**src/hw/mem_pkg.sv**
```systemverilog
// memory stage types: request struct, data and address widths, access size codes
`default_nettype none

package mem_pkg;

  localparam int XLEN = 64;

  typedef logic [XLEN-1:0] xlen_t;     // one data doubleword
  typedef logic [XLEN-1:0] addr_t;     // byte address
  typedef logic [2:0]      byte_off_t; // byte lane inside a doubleword
  typedef logic [7:0]      strb_t;     // one bit per byte lane

  // log2 of the byte count
  typedef logic [1:0] lsu_size_t;

  localparam lsu_size_t SIZE_BYTE  = 2'd0;
  localparam lsu_size_t SIZE_HALF  = 2'd1;
  localparam lsu_size_t SIZE_WORD  = 2'd2;
  localparam lsu_size_t SIZE_DWORD = 2'd3;

  // request from the pipeline
  typedef struct packed {
    addr_t     addr;
    xlen_t     wdata; // value in the low bytes
    lsu_size_t size;
    logic      sext;
    logic      rd_en;
    logic      wr_en;
  } lsu_req_t;

endpackage

`default_nettype wire

```
**src/hw/bus_pkg.sv**
```systemverilog
// data bus types: write request, read request and read response payloads
`default_nettype none

package bus_pkg;

  typedef struct packed {
    mem_pkg::addr_t addr;
    mem_pkg::xlen_t data; // already shifted to its byte lanes
    mem_pkg::strb_t strb;
  } wr_req_t;

  typedef struct packed {
    mem_pkg::addr_t     addr;
    mem_pkg::lsu_size_t size;
  } rd_req_t;

  // full doubleword, lane selection is done by the requester
  typedef struct packed {
    mem_pkg::xlen_t data;
  } rd_resp_t;

endpackage

`default_nettype wire

```
**src/hw/store_align.sv**
```systemverilog
// store alignment: moves store data and byte strobes to the addressed lanes
`default_nettype none

module store_align (
  input  mem_pkg::xlen_t     wdata_i,
  input  mem_pkg::lsu_size_t size_i,
  input  mem_pkg::byte_off_t off_i,
  output mem_pkg::xlen_t     data_o,
  output mem_pkg::strb_t     strb_o
);

  import mem_pkg::*;

  strb_t mask;

  always_comb begin
    case (size_i)
      SIZE_BYTE: mask = 8'h01;
      SIZE_HALF: mask = 8'h03;
      SIZE_WORD: mask = 8'h0f;
      default:   mask = 8'hff; // doubleword
    endcase
  end

  // offset in bytes, shift in bits
  assign data_o = wdata_i << {off_i, 3'b000};
  assign strb_o = mask << off_i;

endmodule

`default_nettype wire

```
**src/hw/load_extend.sv**
```systemverilog
// load extraction: picks the addressed bytes and zero or sign extends them
`default_nettype none

module load_extend (
  input  mem_pkg::xlen_t     word_i,
  input  mem_pkg::lsu_size_t size_i,
  input  mem_pkg::byte_off_t off_i,
  input  logic               sext_i,
  output mem_pkg::xlen_t     data_o
);

  import mem_pkg::*;

  xlen_t shifted;
  xlen_t keep;
  xlen_t fill;
  logic  sign;

  assign shifted = word_i >> {off_i, 3'b000};

  always_comb begin
    case (size_i)
      SIZE_BYTE: begin
        keep = 64'h0000_0000_0000_00ff;
        sign = shifted[7];
      end
      SIZE_HALF: begin
        keep = 64'h0000_0000_0000_ffff;
        sign = shifted[15];
      end
      SIZE_WORD: begin
        keep = 64'h0000_0000_ffff_ffff;
        sign = shifted[31];
      end
      default: begin
        keep = '1;
        sign = shifted[63];
      end
    endcase
  end

  assign fill   = {XLEN{sext_i & sign}}; // all zeros unless sign extending
  assign data_o = (shifted & keep) | (fill & ~keep);

endmodule

`default_nettype wire

```
**src/hw/lsu_ctrl.sv**
```systemverilog
// memory stage controller: takes one request, runs the bus handshakes, stalls the pipeline
`default_nettype none

module lsu_ctrl (
  input  logic               clk,
  input  logic               rst_n_i,
  input  mem_pkg::lsu_req_t  req_i,
  output logic               stall_o,
  output mem_pkg::xlen_t     rdata_o,
  output logic               wr_req_valid_o,
  output bus_pkg::wr_req_t   wr_req_o,
  input  logic               wr_req_ready_i,
  input  logic               wr_resp_valid_i,
  output logic               wr_resp_ready_o,
  output logic               rd_req_valid_o,
  output bus_pkg::rd_req_t   rd_req_o,
  input  logic               rd_req_ready_i,
  input  logic               rd_resp_valid_i,
  input  bus_pkg::rd_resp_t  rd_resp_i,
  output logic               rd_resp_ready_o
);

  import mem_pkg::*;

  typedef enum logic [2:0] {
    idle,
    wr_req,
    wr_resp,
    rd_req,
    rd_resp
  } state_t;

  state_t    state_q, state_d;
  lsu_req_t  req_q;
  byte_off_t off;
  xlen_t     st_data;
  strb_t     st_strb;
  xlen_t     ld_data;
  xlen_t     rdata_q;

  assign off = req_q.addr[2:0];

  always_ff @(posedge clk) begin
    if (!rst_n_i) begin
      state_q <= idle;
    end else begin
      state_q <= state_d;
    end
  end

  // latch the request only when we can take it
  always_ff @(posedge clk) begin
    if (state_q == idle && (req_i.rd_en || req_i.wr_en)) begin
      req_q <= req_i;
    end
  end

  always_comb begin
    state_d = state_q;
    case (state_q)
      idle: begin
        if (req_i.wr_en) begin
          state_d = wr_req; // write wins if both strobes are up
        end else if (req_i.rd_en) begin
          state_d = rd_req;
        end
      end
      wr_req:  if (wr_req_ready_i)  state_d = wr_resp;
      wr_resp: if (wr_resp_valid_i) state_d = idle;
      rd_req:  if (rd_req_ready_i)  state_d = rd_resp;
      rd_resp: if (rd_resp_valid_i) state_d = idle;
      default: state_d = idle;
    endcase
  end

  assign stall_o         = (state_q != idle);
  assign wr_req_valid_o  = (state_q == wr_req);
  assign wr_resp_ready_o = (state_q == wr_resp);
  assign rd_req_valid_o  = (state_q == rd_req);
  assign rd_resp_ready_o = (state_q == rd_resp);

  store_align i_store_align (
    .wdata_i (req_q.wdata),
    .size_i  (req_q.size),
    .off_i   (off),
    .data_o  (st_data),
    .strb_o  (st_strb)
  );

  assign wr_req_o.addr = req_q.addr;
  assign wr_req_o.data = st_data;
  assign wr_req_o.strb = st_strb;

  assign rd_req_o.addr = req_q.addr;
  assign rd_req_o.size = req_q.size;

  load_extend i_load_extend (
    .word_i (rd_resp_i.data),
    .size_i (req_q.size),
    .off_i  (off),
    .sext_i (req_q.sext),
    .data_o (ld_data)
  );

  // result lands on the same edge that drops the stall
  always_ff @(posedge clk) begin
    if (!rst_n_i) begin
      rdata_q <= '0;
    end else if (rd_resp_valid_i && rd_resp_ready_o) begin
      rdata_q <= ld_data;
    end
  end

  assign rdata_o = rdata_q;

endmodule

`default_nettype wire

```
**config.mk**
```make
export PLATFORM = sky130hd
export DESIGN_NAME = lsu_ctrl
export DESIGN_NICKNAME = d
export VERILOG_FILES = /design/src/hw/mem_pkg.sv /design/src/hw/bus_pkg.sv /design/src/hw/store_align.sv /design/src/hw/load_extend.sv /design/src/hw/lsu_ctrl.sv
export SDC_FILE = /design/constraint.sdc
export NUM_CORES = 1
export LEC_CHECK = 0
export ABC_AREA = 1
export BUFFER_PORTS_ARGS = -buffer_cell sky130_fd_sc_hd__buf_2
export CELL_PAD_IN_SITES_DETAIL_PLACEMENT = 1
export CELL_PAD_IN_SITES_GLOBAL_PLACEMENT = 1
export CORE_AREA = 2 2 185 187
export DETAILED_ROUTE_END_ITERATION = 16
export DIE_AREA = 0 0 187 189
export GPL_TIMING_DRIVEN = 0
export PLACE_DENSITY_LB_ADDON = 0.2
export SYNTH_ARGS = -nofsm -noshare
export SYNTH_HDL_FRONTEND = slang
export SYNTH_SLANG_ARGS = --single-unit
```
**constraint.sdc**
```tcl
create_clock -name clk -period 20.2 [get_ports clk]
set_input_delay 3.03 -clock clk [delete_from_list [all_inputs] [get_ports clk]]
set_output_delay 3.03 -clock clk [all_outputs]
set_load 0.1 [all_outputs]
```
; Word level (Yosys, flattened, before mapping)
; Cells that the tools add are included.
[word_totals]
reg_bits = 198
latchBits = 0
ram_bits = 0
romBits = 0
input_bits = 203
output_inout_bits = 271
word_cells = 42
memories = 0
[op_classes]
add_sub_neg = 0
multipliers = 0
n_div = 0
magnitude_cmp = 0
n_eq_ne = 11
n_shift = 3
n_mux = 10
bitwise_logic = 5
reduce_logical = 7
[ops]
columns = op, count
row1 = $pmux W64 S3, 1
row2 = $and A64 B64 Y64, 2
row3 = $not A64 Y64, 1
row4 = $or A64 B64 Y64, 1
row5 = $shl A64 B6 Y64, 1
row6 = $shr A64 B6 Y64, 1
row7 = $pmux W8 S3, 1
row8 = $mux W3, 6
row9 = $pmux W3 S5, 1
row10 = $shl A8 B3 Y8, 1
row11 = $eq A3 B2 Y1 const B, 2
row12 = $reduce_and A5 Y1, 1
row13 = $ne A2 B1 Y1 const B, 2
row14 = $ne A2 B2 Y1 const B, 2
row15 = $eq A3 B1 Y1 const B, 1
row16 = $eq A3 B3 Y1 const B, 1
row17 = $logic_not A3 Y1, 1
row18 = $ne A3 B3 Y1 const B, 1
row19 = $pmux W1 S3, 1
row20 = $reduce_bool A3 Y1, 1
row21 = $eq A2 B1 Y1 const B, 1
row22 = $eq A2 B2 Y1 const B, 1
row23 = $logic_and A1 B1 Y1, 2
row24 = $logic_not A2 Y1, 1
row25 = other kinds (2), 2

; Depth between registers and ports, before layout
; Gate-level depths: netlist of run 1.
[logic_depth]
depth_word = 5
depth_mapped = 11
depth_no_buf = 10

; Modules after synthesis
; A second synthesis of run 1 with hierarchy kept.
[unflattened]
cells_unflattened = 1496
hier_area_um2 = 12124.1
[modules_own_cells]
columns = module, instances, cells_each, area_per_inst_um2, seq_area_each_um2
row1 = lsu_ctrl, 1, 592, 7828.8, 5275.1
row2 = load_extend, 1, 442, 2258.4, 0.0
row3 = store_align, 1, 462, 2037.0, 0.0

; Worst setup path before layout of run 1
; Ideal clock, no wire load.
[synth_path]
path_type = input -> register
from = in req_i[0] (netlist bit)
to = reg req_q (netlist bit rd_req_o[0]), enable pin
setup_ps = 622
arrival_time_ps = 8495
slack_ps = 11083
cell_stages = 2
path_buffers = 0
path_cell_list = nor2_1 -> nor2_1
[synth_between]
elab_chain_len = 2
[synth_rtl]
columns = item, line
row1 = start: declaration, lsu_ctrl.sv:7  ; input mem_pkg::lsu_req_t req_i,
row2 = $logic_or A1 B1 Y1, lsu_ctrl.sv:53  ; if (state_q == idle && (req_i.rd_en || req_i.wr_en)) begin
row3 = $logic_and A1 B1 Y1, lsu_ctrl.sv:53
row4 = end signal: assignment, lsu_ctrl.sv:54  ; req_q <= req_i;
row5 = end: declaration, lsu_ctrl.sv:34  ; lsu_req_t req_q;
; No other way between the ends.
; A chain may end at the register's enable or synchronous reset.

==> out/qor.yml, run 1 <==
skew_ns: 0.0197
min_path_type: "reg -> reg"
wl_per_cell_um: 23.8
grt_antenna_before_repair: 6
cts_max_path_buffers: 2
ys_warn_count: 0
synth_edf_count: 131
synth.distinct_cells: 32
synth_top_area_share_pct: 37.2
status: "finished, final reports clean"
synth_largest_area_cell: "edfxtp_1"
viasPerCell: 5.10
dp.cells: 2222
die_y_um: 189
final-hold-violation-count: 0
finalCriticalPeriod_ns: 6.65
stdcell_count: 2258
wl_mm: 53.7
synthMostInstantiatedCell: "nand2_1"
dieArea_um2: 35300
syn_inst: 1298
dpl.hpwl_mm: 43.4
cts-resized-gates: 0
die_w_um: 187
cts_setup_buffers: 0
first_pass_iters: 5
r2r_cells: 9
clock.fmax_mhz: 150
drtIter0Drc: 860
worstPathArrival_ns: 3.62
grt-ovfl-total: 0
postCtsHoldBufs: 0
nets: 1996
slew_violations: 0
setup.worst_path.start: "rd_req_o[2]"
path_clk_slew_ns: 0.08
start_util_pct: 31.8
synth-async-reset-ratio_pct: 0
syn-num-nets: 1501
io_pins: 474
layout_setup_ws_ns: 13.55
grt_pass1_wl_mm: 76.7
synthTopCellsByCount: "nand2_1, o21ai_0, edfxtp_1"
antenna_left: 0
ys_dominant_reg_cell: "edfxtp_1"
route.detailed.drc: 0
cp-start-kind: "register"
cts.sinks: 198
netlist_area_um2: 10600
ys_top_cells_by_area: "edfxtp_1, dfxtp_1, nand2_1, o21ai_0, buf_4"
dpl_worst_slack_ns: 14.09
worstSetupEndpoint: "wr_req_o[47]"
cts_root_buffer: "clkbuf_16"
crit_fanout: 10
cts_tree: "yes"
cap_violations: 0
grt.total_usage_pct: 29.7
core.rowCount: 67
finalSetupViolations: 0
htree_levels: 4
critical_path_class: "reg -> out"
yosysSeqAreaShare_pct: 49.9
hold_slack_ns: 0.523
grt_pass1_vias: 11900
r2r_setup_slack_ns: 17.64
worstSetupEndpointType: "primary output"
cp.required_ns: 17.17
clkLatencyLatePin_ns: 0.47
grt_max_degree: 37
core_um2: 33300
drive_above_1_share_pct: 34.8
synth_seq_cells: 198
avgSynthCellArea_um2: 8.14
r2r_start: "rd_req_o[2]"
setup_tns_ns: 0
io_buffers: 472
via_count: 11500
place_congestion: 0.958
cts_buffers: 17
worst_pin_slew_ns: 0.784
rsz0062_at_grt: "false"
area_delta_synth_final_pct: 34.1
maxSlewHeadroom_pct: 47.7
period_share_pct: 32.9
regToRegEndpoint: "rdata_o[34]"
state kept, by name (all words and copies together), names as in the netlist:
register	count
state_q	3
req_q	65
rdata_o	64
rd_req_o	66
worst min-delay path by stage:
| stage | startpoint | endpoint | slack [ns] | cells past startpoint |
|---|---|---|---|---|
| 2_1_floorplan | state_q[0] | state_q[0] | 0.56 | 2 |
| 3_5_place_dp | rdata_o[0] | rdata_o[0] | 0.50 | 2 |
| 3_3_place_gp | rdata_o[1] | rdata_o[1] | 0.48 | 2 |
| 6_report | rdata_o[1] | rdata_o[1] | 0.52 | 2 |
| 4_1_cts | rdata_o[1] | rdata_o[1] | 0.52 | 2 |
| 5_1_grt | rdata_o[1] | rdata_o[1] | 0.55 | 2 |
worst max-delay path, stage by stage, from the launching register on:
cell and delay (ns):
edfxtp_1 0.56, nor2_2 0.52, clkbuf_1 0.49, nand2_1 0.51, o21ai_0 0.55, buf_2 0.52
cells by family after synthesis:
family                 after synthesis  synth area share (%)
buffers and inverters              246                  12.2
AO/OA/AOI/OAI                      302                  15.1
flip-flops                         198                  49.9
multiplexers                        22                  2.08
AND/OR/NAND/NOR                    530                  20.8
metal layers:
layer	wire (um)	vias to the layer above	track usage, %
met5	26	-	0
met4	2380	4	14.0
met3	3800	104	7.40
met2	27400	512	53.7
met1	20000	5585	32.7
li1	-	5306	-
cell type report:
type | instances | area [um2]
Tap cell | 448 | 561
Timing Repair Buffer | 476 | 2440
Fill cell | 4176 | 19100
Multi-Input combinational cell | 854 | 4020
Sequential cell | 198 | 5280
Inverter | 92 | 345
Buffer | 154 | 942
Clock inverter | 14 | 155
Antenna cell | 4 | 10.0
Clock buffer | 18 | 429
placed cells by master (no fill, tap or decap), types with 9 or more instances in the layout:
cell and n:
o22ai_1 9, clkbuf_1 36, nand3_1 113, nand2_1 315, o21ai_1 16, nor2_1 86
buf_4 76, clkbuf_16 17, o211ai_1 18, buf_1 15, dfxtp_1 67, buf_2 493
mux2i_1 22, o21ai_0 165, edfxtp_1 131, a21oi_1 82, inv_1 88
metrics by stage:
stage / utilization [%] / cell area (um2)
global route: 42.6 / 14200
CTS: 42.6 / 14200
floorplan: - / 10600
global placement: 40.5 / 13500
finish: 42.6 / 14200
detailed placement: 40.8 / 13600
Power of run 1 is not shown: default switching activity piles up to over one toggle a cycle in this logic, so the estimate is an artifact.
==> run 2: changes to the inputs <==
--- a/config.mk
+++ b/config.mk
@@ -9,9 +9,9 @@
 export BUFFER_PORTS_ARGS = -buffer_cell sky130_fd_sc_hd__buf_2
 export CELL_PAD_IN_SITES_DETAIL_PLACEMENT = 1
 export CELL_PAD_IN_SITES_GLOBAL_PLACEMENT = 1
-export CORE_AREA = 2 2 185 187
+export CORE_ASPECT_RATIO = 0.8
+export CORE_UTILIZATION = 34
 export DETAILED_ROUTE_END_ITERATION = 16
-export DIE_AREA = 0 0 187 189
 export GPL_TIMING_DRIVEN = 0
 export PLACE_DENSITY_LB_ADDON = 0.2
 export SYNTH_ARGS = -nofsm -noshare
==> constraint.sdc (replaced) <==
create_clock -name clk -period 6.45 [get_ports clk]
set_input_delay 0.9675 -clock clk [delete_from_list [all_inputs] [get_ports clk]]
set_output_delay 0.9675 -clock clk [all_outputs]
set_load 0.1 [all_outputs]
==> out/qor.yml, run 2 (synthesis results as in run 1) <==
status: "finished, final reports clean"
antenna_left: 0
place_congestion: 0.970
drive_above_1_share_pct: 34.9
min_path_type: "reg -> reg"
cp-start-kind: "register"
final-hold-violation-count: 0
clkLatencyLatePin_ns: 0.47
cts_tree: "yes"
grt_pass1_wl_mm: 74.0
cts-resized-gates: 0
skew_ns: 0.0198
final_common_cell: "buf_2"
crit_chain: "nor2_2, clkbuf_1, nand2_1, o21ai_0, buf_2"
worstSetupEndpointType: "primary output"
critPathMaxStageDelay_ns: 0.53
critical_path_class: "reg -> out"
grt_max_degree: 36
nets: 1996
mostFrequentLayoutCells: "buf_2, nand2_1, o21ai_0"
grt.total_usage_pct: 32.2
grt_pass1_vias: 11500
dpl.hpwl_mm: 41.5
worst_hold_startpoint: "rdata_o[2]"
rsz0062_at_grt: "false"
area_delta_synth_final_pct: 34.1
via_count: 11600
largest_reg_flops: 66
cts_max_path_buffers: 2
maxSlewHeadroom_pct: 43.8
route.detailed.drc: 0
core.rowCount: 57
postCtsHoldBufs: 0
dieArea_um2: 31800
slowest_stage: "nor2_2"
die_w_um: 199
io_pins: 474
wl_mm: 52.1
first_pass_iters: 5
cts_setup_buffers: 0
grt-ovfl-total: 0
worstPathArrival_ns: 3.45
htree_levels: 4
cts_root_buffer: "clkbuf_16"
cap_violations: 0
hold_depth: 2
r2r_setup_slack_ns: 3.66
setup_tns_ns: 0
crit_fanout: 10
r2r_cells: 7
worst_pin_slew_ns: 0.843
regToRegEndpoint: "req_q[29]"
finalCriticalPeriod_ns: 4.42
grt_antenna_before_repair: 4
wl_per_cell_um: 23.5
start_util_pct: 34.7
min_to: "rdata_o[2]"
period_share_pct: 68.5
finalSetupViolations: 0
core_um2: 30500
cts.sinks: 198
slew_violations: 0
drtIter0Drc: 944
viasPerCell: 5.21
io_buffers: 472
path_clk_slew_ns: 0.08
r2r_start: "state_q[2]"
cts_buffers: 17
clock.fmax_mhz: 226
die_y_um: 160
cp.required_ns: 5.48
final_core_util_pct: 46.5
[run 2: how the worst max path moves through the flow]
| stage | startpoint | end | slack, ns |
|---|---|---|---|
| finish | rd_req_o[2] | wr_req_o[45] | 2.03 |
| global route | rd_req_o[2] | wr_req_o[45] | 1.91 |
| CTS | rd_req_o[2] | wr_req_o[40] | 2.06 |
| detailed placement | rd_req_o[2] | wr_req_o[40] | 2.57 |
| global placement | req_i[0] | req_q[13] | -0.24 |
| floorplan | rd_req_o[2] | wr_req_o[10] | 1.15 |
[run 2: critical path: cells and delay by family (launching register included)]
family	cells	cell delay (ns)
AND/OR/NAND/NOR	2	1.06
buffers and inverters	2	1.01
flip-flops	1	0.52
AO/OA/AOI/OAI	1	0.39
[run 2: cell type report]
class	count	area [um2]
Tap cell	413	517
Timing Repair Buffer	476	2450
Inverter	92	345
Antenna cell	3	7.51
Clock inverter	14	171
Fill cell	3863	16300
Multi-Input combinational cell	854	4020
Clock buffer	18	450
Buffer	154	942
Sequential cell	198	5280
[run 2: stage by stage]
step                setup slack [ns]  cell area [um2]  hold slack, ns  instances
floorplan                       1.15            10600           0.561       1298
global placement              -0.240            13500           0.481       2183
detailed placement              2.57            13500           0.485       2187
CTS                             2.06            14200           0.506       2219
global route                    1.91            14200           0.534       2220
finish                          2.03            14200           0.499       2222
[run 2: routing by layer]
| layer | track usage (%) | routed length (um) | vias up |
|---|---|---|---|
| li1 | - | - | 5293 |
| met1 | 44.2 | 23100 | 5680 |
| met2 | 49.9 | 23400 | 529 |
| met3 | 7.62 | 4370 | 63 |
| met4 | 10.2 | 1180 | 4 |
| met5 | 0 | 30 | - |
Power of run 2 is left out for the same reason.
